File: src/logic/sdctrl_pkg.sv
`default_nettype none

package sdctrl_pkg;

    // CRC register widths
    localparam int CRC16_W = 16;    // One per DAT lane, x^16 + x^12 + x^5 + 1
    localparam int CRC7_W  = 7;     // CMD line, x^7 + x^3 + 1

    // Short response layout, MSB first on the wire
    // Start bit, transmission bit, index, argument, CRC7, end bit
    localparam int RSP_INDEX_W  = 6;    // Command index echoed by the card
    localparam int RSP_ARG_W    = 32;   // Card status or argument field
    localparam int RSP_LEN      = 48;   // Total bits incl. start and end bit

    // CRC7 covers start, transmission, index and argument bits
    localparam int RSP_CRC_SPAN = 40;

    // Data block length used when the top level does not override it
    localparam int DEF_BLOCK_BYTES = 512;

endpackage : sdctrl_pkg

`default_nettype wire

File: src/logic/sdctrl_crc16.sv
`default_nettype none

// Serial CRC16 for a single DAT lane
// Polynomial x^16 + x^12 + x^5 + 1, zero seed
module sdctrl_crc16 (
    input  logic                           i_clk,
    input  logic                           i_nrst,
    input  logic                           i_clear,    // Reload zero
    input  logic                           i_next,     // Shift one bit in
    input  logic                           i_dat,      // Serial lane bit
    output logic [sdctrl_pkg::CRC16_W-1:0] o_crc16     // Current remainder
);

    logic [sdctrl_pkg::CRC16_W-1:0] crc_q;
    logic [sdctrl_pkg::CRC16_W-1:0] crc_shift;
    logic                           fb;

    assign fb = crc_q[sdctrl_pkg::CRC16_W-1] ^ i_dat;    // Feedback term

    // Plain shift with feedback folded into the tap positions
    always_comb begin
        crc_shift     = {crc_q[sdctrl_pkg::CRC16_W-2:0], 1'b0};
        crc_shift[12] = crc_q[11] ^ fb;
        crc_shift[5]  = crc_q[4] ^ fb;
        crc_shift[0]  = fb;
    end

    always_ff @(posedge i_clk or negedge i_nrst) begin
        if (!i_nrst) begin
            crc_q <= '0;
        end else if (i_clear) begin     // Clear wins over next
            crc_q <= '0;
        end else if (i_next) begin
            crc_q <= crc_shift;
        end
    end

    assign o_crc16 = crc_q;

endmodule : sdctrl_crc16

`default_nettype wire

File: src/logic/sdctrl_crc7.sv
`default_nettype none

// Serial CRC7 for the CMD line
// Polynomial x^7 + x^3 + 1, zero seed
module sdctrl_crc7 (
    input  logic                          i_clk,
    input  logic                          i_nrst,
    input  logic                          i_clear,     // Reload zero
    input  logic                          i_next,      // Shift one bit in
    input  logic                          i_dat,       // Serial CMD bit
    output logic [sdctrl_pkg::CRC7_W-1:0] o_crc7       // Current remainder
);

    logic [sdctrl_pkg::CRC7_W-1:0] crc_q;
    logic [sdctrl_pkg::CRC7_W-1:0] crc_shift;
    logic                          fb;

    // Top bit leaves the register and meets the incoming bit
    assign fb = crc_q[sdctrl_pkg::CRC7_W-1] ^ i_dat;

    always_comb begin
        crc_shift    = {crc_q[sdctrl_pkg::CRC7_W-2:0], 1'b0};
        crc_shift[3] = crc_q[2] ^ fb;   // x^3 tap
        crc_shift[0] = fb;              // x^0 tap
    end

    always_ff @(posedge i_clk or negedge i_nrst) begin
        if (!i_nrst) begin
            crc_q <= '0;
        end else if (i_clear) begin
            crc_q <= '0;
        end else if (i_next) begin
            crc_q <= crc_shift;
        end
    end

    assign o_crc7 = crc_q;

endmodule : sdctrl_crc7

`default_nettype wire

File: src/logic/sdctrl_dat_rx.sv
`default_nettype none

// 4-bit wide data block receiver
// Start bit, payload nibbles (high first), 16 CRC bits per lane, end bit
module sdctrl_dat_rx #(
    parameter int BLOCK_BYTES = sdctrl_pkg::DEF_BLOCK_BYTES
) (
    input  logic       i_clk,
    input  logic       i_nrst,
    input  logic       i_sample,       // One pulse per SD clock rising edge
    input  logic [3:0] i_dat,          // DAT[3:0]
    output logic [7:0] o_byte,         // Assembled byte
    output logic       o_byte_valid,   // Byte strobe
    output logic       o_blk_done,     // Block finished strobe
    output logic [3:0] o_crc_err,      // Per lane CRC mismatch
    output logic       o_end_err       // Some lane low at end bit
);

    localparam int NIBBLES = 2 * BLOCK_BYTES;
    localparam int NIB_W   = (NIBBLES > 1) ? $clog2(NIBBLES) : 1;
    localparam logic [NIB_W-1:0] NIB_LAST = NIB_W'(NIBBLES - 1);

    localparam logic [1:0] ST_IDLE    = 2'd0;
    localparam logic [1:0] ST_PAYLOAD = 2'd1;
    localparam logic [1:0] ST_CRC     = 2'd2;
    localparam logic [1:0] ST_END     = 2'd3;

    logic [1:0]                     state;
    logic [NIB_W-1:0]               nib_cnt;    // Payload nibble index
    logic [3:0]                     crc_cnt;    // CRC bit index over 16 bits
    logic [3:0]                     hi_nib;     // Upper half of current byte
    logic                           start_seen;
    logic [3:0]                     crc_clear;
    logic [3:0]                     crc_next;
    logic [sdctrl_pkg::CRC16_W-1:0] crc_val [4];    // Computed per lane
    logic [sdctrl_pkg::CRC16_W-1:0] crc_cap [4];    // Received per lane

    // Start bit is all four lanes low while idle
    assign start_seen = i_sample && (state == ST_IDLE) && (i_dat == 4'h0);

    assign crc_clear = {4{start_seen}};
    assign crc_next  = {4{i_sample && (state == ST_PAYLOAD)}};  // Payload only

    for (genvar g = 0; g < 4; g++) begin : g_lane
        sdctrl_crc16 u_crc16 (
            .i_clk   (i_clk),
            .i_nrst  (i_nrst),
            .i_clear (crc_clear[g]),
            .i_next  (crc_next[g]),
            .i_dat   (i_dat[g]),
            .o_crc16 (crc_val[g])
        );
    end

    // Byte assembly and received CRC capture
    always_ff @(posedge i_clk) begin
        if (i_sample && (state == ST_PAYLOAD)) begin
            if (!nib_cnt[0]) begin
                hi_nib <= i_dat;                // Even index is the high nibble
            end else begin
                o_byte <= {hi_nib, i_dat};
            end
        end
        if (i_sample && (state == ST_CRC)) begin
            // Received CRC arrives MSB first on every lane
            for (int l = 0; l < 4; l++) begin
                crc_cap[l] <= {crc_cap[l][sdctrl_pkg::CRC16_W-2:0], i_dat[l]};
            end
        end
    end

    always_ff @(posedge i_clk or negedge i_nrst) begin
        if (!i_nrst) begin
            state        <= ST_IDLE;
            nib_cnt      <= '0;
            crc_cnt      <= '0;
            o_byte_valid <= 1'b0;
            o_blk_done   <= 1'b0;
            o_crc_err    <= '0;
            o_end_err    <= 1'b0;
        end else begin
            o_byte_valid <= 1'b0;       // Strobes last one cycle
            o_blk_done   <= 1'b0;
            if (i_sample) begin
                case (state)
                    ST_IDLE: begin
                        if (start_seen) begin
                            state   <= ST_PAYLOAD;
                            nib_cnt <= '0;
                        end
                    end
                    ST_PAYLOAD: begin
                        o_byte_valid <= nib_cnt[0];     // Low nibble completes a byte
                        if (nib_cnt == NIB_LAST) begin
                            state   <= ST_CRC;
                            crc_cnt <= '0;
                        end else begin
                            nib_cnt <= nib_cnt + 1'b1;
                        end
                    end
                    ST_CRC: begin
                        if (crc_cnt == 4'hF) begin
                            state <= ST_END;
                        end
                        crc_cnt <= crc_cnt + 1'b1;
                    end
                    default: begin
                        // End bit sample with the CRC registers frozen
                        o_blk_done <= 1'b1;
                        o_end_err  <= (i_dat != 4'hF);
                        for (int l = 0; l < 4; l++) begin
                            o_crc_err[l] <= (crc_cap[l] != crc_val[l]);
                        end
                        state <= ST_IDLE;
                    end
                endcase
            end
        end
    end

endmodule : sdctrl_dat_rx

`default_nettype wire

File: src/logic/sdctrl_cmd_rx.sv
`default_nettype none

// Short (48-bit) command response receiver on CMD
module sdctrl_cmd_rx (
    input  logic                               i_clk,
    input  logic                               i_nrst,
    input  logic                               i_sample,       // SD clock edge strobe
    input  logic                               i_cmd,          // CMD line
    output logic                               o_rsp_valid,    // Response strobe
    output logic [sdctrl_pkg::RSP_INDEX_W-1:0] o_rsp_index,
    output logic [sdctrl_pkg::RSP_ARG_W-1:0]   o_rsp_arg,
    output logic                               o_rsp_crc_err,  // CRC7 mismatch
    output logic                               o_rsp_end_err   // End bit low
);

    localparam int CNT_W = $clog2(sdctrl_pkg::RSP_LEN);
    localparam logic [CNT_W-1:0] BIT_LAST = CNT_W'(sdctrl_pkg::RSP_LEN - 1);
    localparam logic [CNT_W-1:0] CRC_SPAN = CNT_W'(sdctrl_pkg::RSP_CRC_SPAN);

    // Field positions inside the full response word
    localparam int ARG_LSB = sdctrl_pkg::CRC7_W + 1;
    localparam int IDX_LSB = ARG_LSB + sdctrl_pkg::RSP_ARG_W;

    logic                             busy;       // Receiving a response
    logic [CNT_W-1:0]                 bit_cnt;    // Bit index, start bit is 0
    logic [sdctrl_pkg::RSP_LEN-1:0]   rsp_sreg;   // Shifted in MSB first
    logic                             start_seen;
    logic                             crc_next;
    logic [sdctrl_pkg::CRC7_W-1:0]    crc_val;

    assign start_seen = i_sample && !busy && !i_cmd;
    // Bits 1..39, start bit handled by the clear
    assign crc_next   = i_sample && busy && (bit_cnt < CRC_SPAN);

    sdctrl_crc7 u_crc7 (
        .i_clk   (i_clk),
        .i_nrst  (i_nrst),
        .i_clear (start_seen),
        .i_next  (crc_next),
        .i_dat   (i_cmd),
        .o_crc7  (crc_val)
    );

    always_ff @(posedge i_clk) begin
        if (start_seen || (i_sample && busy)) begin
            rsp_sreg <= {rsp_sreg[sdctrl_pkg::RSP_LEN-2:0], i_cmd};
        end
    end

    always_ff @(posedge i_clk or negedge i_nrst) begin
        if (!i_nrst) begin
            busy          <= 1'b0;
            bit_cnt       <= '0;
            o_rsp_valid   <= 1'b0;
            o_rsp_crc_err <= 1'b0;
            o_rsp_end_err <= 1'b0;
        end else begin
            o_rsp_valid <= 1'b0;
            if (start_seen) begin
                busy    <= 1'b1;
                bit_cnt <= CNT_W'(1);
            end else if (i_sample && busy) begin
                if (bit_cnt == BIT_LAST) begin
                    busy          <= 1'b0;
                    o_rsp_valid   <= 1'b1;
                    // Received CRC still sits in the low bits before this shift
                    o_rsp_crc_err <= (rsp_sreg[sdctrl_pkg::CRC7_W-1:0] != crc_val);
                    o_rsp_end_err <= !i_cmd;
                end else begin
                    bit_cnt <= bit_cnt + 1'b1;
                end
            end
        end
    end

    // Full word is in place the cycle the strobe fires
    assign o_rsp_index = rsp_sreg[IDX_LSB +: sdctrl_pkg::RSP_INDEX_W];
    assign o_rsp_arg   = rsp_sreg[ARG_LSB +: sdctrl_pkg::RSP_ARG_W];

endmodule : sdctrl_cmd_rx

`default_nettype wire

File: src/logic/sdctrl_rx_top.sv
`default_nettype none

// Receive side of the SD bus, data block and short response in parallel
module sdctrl_rx_top #(
    parameter int BLOCK_BYTES = sdctrl_pkg::DEF_BLOCK_BYTES    // Data block size
) (
    input  logic                               i_clk,
    input  logic                               i_nrst,
    input  logic                               i_sample,       // Sample strobe
    input  logic [3:0]                         i_dat,          // DAT lanes
    input  logic                               i_cmd,          // CMD line

    // Data block receiver
    output logic [7:0]                         o_byte,
    output logic                               o_byte_valid,
    output logic                               o_blk_done,
    output logic [3:0]                         o_crc_err,
    output logic                               o_end_err,

    // Command response receiver
    output logic                               o_rsp_valid,
    output logic [sdctrl_pkg::RSP_INDEX_W-1:0] o_rsp_index,
    output logic [sdctrl_pkg::RSP_ARG_W-1:0]   o_rsp_arg,
    output logic                               o_rsp_crc_err,
    output logic                               o_rsp_end_err
);

    sdctrl_dat_rx #(
        .BLOCK_BYTES (BLOCK_BYTES)
    ) u_dat_rx (
        .i_clk        (i_clk),
        .i_nrst       (i_nrst),
        .i_sample     (i_sample),
        .i_dat        (i_dat),
        .o_byte       (o_byte),
        .o_byte_valid (o_byte_valid),
        .o_blk_done   (o_blk_done),
        .o_crc_err    (o_crc_err),
        .o_end_err    (o_end_err)
    );

    // Shares only the sample strobe with the data path
    sdctrl_cmd_rx u_cmd_rx (
        .i_clk         (i_clk),
        .i_nrst        (i_nrst),
        .i_sample      (i_sample),
        .i_cmd         (i_cmd),
        .o_rsp_valid   (o_rsp_valid),
        .o_rsp_index   (o_rsp_index),
        .o_rsp_arg     (o_rsp_arg),
        .o_rsp_crc_err (o_rsp_crc_err),
        .o_rsp_end_err (o_rsp_end_err)
    );

endmodule : sdctrl_rx_top

`default_nettype wire

File: config.mk
export PLATFORM = sky130hd
export DESIGN_NAME = sdctrl_rx_top
export DESIGN_NICKNAME = d
export VERILOG_FILES = /design/src/logic/sdctrl_pkg.sv /design/src/logic/sdctrl_crc16.sv /design/src/logic/sdctrl_crc7.sv /design/src/logic/sdctrl_dat_rx.sv /design/src/logic/sdctrl_cmd_rx.sv /design/src/logic/sdctrl_rx_top.sv
export SDC_FILE = /design/constraint.sdc
export NUM_CORES = 1
export LEC_CHECK = 0
export ABC_AREA = 1
export BUFFER_PORTS_ARGS = -buffer_cell sky130_fd_sc_hd__clkbuf_2
export CAP_MARGIN = 20
export CELL_PAD_IN_SITES_DETAIL_PLACEMENT = 1
export CELL_PAD_IN_SITES_GLOBAL_PLACEMENT = 1
export CORE_MARGIN = 4
export CORE_UTILIZATION = 51
export CTS_CLUSTER_DIAMETER = 50
export DETAILED_ROUTE_END_ITERATION = 7
export MAX_ROUTING_LAYER = met4
export PLACE_DENSITY = 0.88
export SYNTH_ARGS = -nofsm -noshare
export SYNTH_HDL_FRONTEND = slang
export SYNTH_SLANG_ARGS = --single-unit
File: constraint.sdc
create_clock -name i_clk -period 4.35 [get_ports i_clk]
set_clock_uncertainty 0.05 [all_clocks]
set_input_delay 0.2175 -clock i_clk [delete_from_list [all_inputs] [get_ports i_clk]]
set_output_delay 0.2175 -clock i_clk [all_outputs]
set_load 0.01 [all_outputs]
==> results.yml <==
power_and_ir_drop:
  vdd_ir_drop_max_mv: 0.307
  comb_power_share: 0.261
  pwr_density_cell_nw_per_um2: 649
  power_frac_clock: 0.300
  cell_internal_pwr_mw: 4.85
  seq_power_share: 0.440
  p_sw_frac: 0.350
  p_leak_nw: 5.64
  power.switching_mw: 2.62
sta:
  relSlewSlack: 0.329
  clock.fmax_mhz: 373
  layout_setup_ws_ps: 1670
  slew_viol_final: 0
  setup_viol: 0
  fin_tns_setup_ps: 0
  rsz0062_at_grt: "no"
  fin_crit_sh: 0.616
  hold_viol_final: 0
  layout_min_cycle_time_ps: 2680
  worst_pin_slew_ps: 1010
  hold_ws_ps: 139
global_routing:
  grt_max_degree: 75
  use_met2: 0.417
  gr-usage-all-layers: 0.237
  grt_overflow: 0
  grtUsageMet1: 0.285
  grt_pass1_vias: 8224
  grt_pass1_wl_um: 41600
  use_met3: 0.0330
  globalRoute.busiestLayer: "met2"
  antenna_found_initial: 0
critical_path:
  cp-startpoint: "u_dat_rx.state[1]"
  path_max_fanout: 33
  worst_r2r_path_depth: 8
  r2r-end: "u_dat_rx.g_lane[2].u_crc16.o_crc16[13]"
  crit_path_end_kind: "flip-flop"
  critical_path_class: "flip-flop to flip-flop"
  reg2reg_from: "u_dat_rx.state[1]"
  crit_required_ps: 4710
  worst_setup_path_start_kind: "flip-flop"
  rrSetupSlack_ps: 1670
  crit_arrival_ps: 3040
layout:
  diodes: 0
  finalNetCount: 1154
  area_delta_synth_final_pct: 11.9
  layout.area.seq_um2: 6270
  final_common_cell: "nand2_1"
  fin_cells: 1425
  most-common-layout-cells: "287 x nand2_1, 207 x inv_1, 122 x edfxtp_1"
  num-fill-cells: 2284
  final_layout_size_suffix_gt1_frac: 0.126
  multiInputGateArea_um2: 2790
  final_core_util: 0.585
cts:
  clkTransAtPathRegs_ps: 60
  cts.sinks: 226
  htree_levels: 1
  cts_buffers: 27
  clk_path_buf_depth: 3
  post_cts_resized: 0
  worstSkewPairLatency_ps: 520
  cts_tree: "yes"
  cts_root_buf: "clkbuf_16"
floorplan:
  fp.coreArea_um2: 19700
  pin_count: 64
  die_w_um: 150
  start_util: 0.523
  die_area_um2: 22500
  dieHeight_um: 150
  std_cell_rows: 51
worst_hold_path:
  whs_endpoint: "u_dat_rx.crc_cnt[0]"
  holdPathStages: 5
  hold_class: "primary input to flip-flop"
  min_from: "i_sample"
synthesis:
  synth_nets: 1109
  synthCells: 1094
  synth.avg_cell_area_um2: 9.40
  ys_warn_count: 0
  netlist_area_um2: 10300
  ys_ff_latch: 226
  ys_types: 28
  synth-seq-area-share: 0.610
detailed_routing:
  drc: 0
  vias: 7366
  drt_iter0_drc: 523
  wl_per_cell_um: 17.4
  totalWireLength_um: 24900
  first_pass_iters: 4
  ant_nets: 0
  vias_per_cell: 5.17
placed_design:
  dp_hpwl_um: 15600
  io_buffers: 63
  dp.cells: 1369
  gp_congestion: 0.790
  pre_cts_slack_ps: 1780
run:
  maxCapViolCount: 0
outcome:
  status: "finished clean"
==> synthesized netlist by cell type (all sizes together) <==
master  instances  share of area
o22ai           2         0.0012
nand3          20          0.011
ha              7         0.0085
nand4           5         0.0030
xnor2          12          0.010
edfxtp        122           0.36
o21bai          8         0.0058
inv           213          0.078
nand2         299           0.11
nor2          123          0.046
o21a            1        0.00073
buf            60          0.041
o21ai          39          0.022
clkbuf          1        0.00036
dfrtp         104           0.25
a31oi          52          0.032
or2             3         0.0018
xor2           11         0.0094
a21oi          12         0.0058
==> registers in the layout, indices dropped and copies added (netlist names), 2 cells and up <==
register	cells
u_cmd_rx.bit_cnt	6
u_cmd_rx.rsp_sreg	46
u_cmd_rx.u_crc7.o_crc7	7
u_dat_rx.crc_cap	64
u_dat_rx.crc_cnt	4
u_dat_rx.g_lane.u_crc16.o_crc16	64
u_dat_rx.hi_nib	4
u_dat_rx.nib_cnt	10
u_dat_rx.o_byte	8
u_dat_rx.o_crc_err	4
u_dat_rx.state	2
==> critical path, cell delays in order (launching register included) <==
cell	delay (ps)
dfrtp_1	410
inv_1	100
ha_1	410
nand2_2	290
nand2_2	630
buf_4	310
nor2_1	70
a31oi_1	210
inv_1	70
==> final cells by class <==
type / count / share of cell area
sequential: 226 / 0.545
timing repair buffer: 77 / 0.0381
inverter: 213 / 0.0695
clock inverter: 15 / 0.0141
multi-input combinational: 594 / 0.243
clock buffer: 35 / 0.0622
tap: 265 / 0.0288
==> power by group through the flow <==
stage / Combinational [mW] / Sequential (mW) / Clock [mW]
floorplan: 1.46 / 3.17 / 0
global placement: 1.74 / 3.25 / 0
detailed placement: 1.90 / 3.30 / 0
CTS: 1.98 / 3.28 / 2.29
global route: 2.22 / 3.35 / 2.38
finish: 1.95 / 3.28 / 2.24
==> per-layer routing <==
layer  up-vias  routed length (um)  part of all wire
li1       3470                   -                 -
met3        56                 807             0.032
met5         -                   0                 0
met2       134               13300              0.53
met1      3706               10100              0.41
met4         0                 653             0.026
==> worst max path at each step <==
stage | endpoint | slack, ps
after floorplan | u_dat_rx.crc_cnt[2] | 1800
after detailed placement | u_dat_rx.g_lane[1].u_crc16.o_crc16[15] | 1780
after global routing | u_dat_rx.g_lane[2].u_crc16.o_crc16[13] | 1500
after CTS | u_dat_rx.g_lane[2].u_crc16.o_crc16[13] | 1660
after global placement | u_dat_rx.g_lane[2].u_crc16.o_crc16[15] | 1880
final | u_dat_rx.g_lane[2].u_crc16.o_crc16[13] | 1670
==> timing repair <==
item	in CTS	in global routing
setup endpoints to repair	0	0
endpoints found under the hold margin	87	0
hold buffers	6	0
buffers inserted	0	0
==> logic make-up (layout without fill, tap and decap cells) <==
family / count (synthesis) / in the layout / synth area share
adder cells (fa/ha/maj): 7 / 7 / 0.00852
AND/OR/NAND/NOR: 450 / 450 / 0.176
XOR/XNOR: 23 / 23 / 0.0196
flip-flops: 226 / 226 / 0.610
AO/OA/AOI/OAI: 114 / 114 / 0.0672
buffers and inverters: 274 / 340 / 0.119
==> metrics by stage <==
step                area [um2]  power, mW
global placement         10600       4.99
CTS                      11500       7.54
finish                   11500       7.47
floorplan                10300       4.63
global route             11500       7.94
detailed placement       10600       5.19
Note: power is estimated with default switching activity, not from simulation.
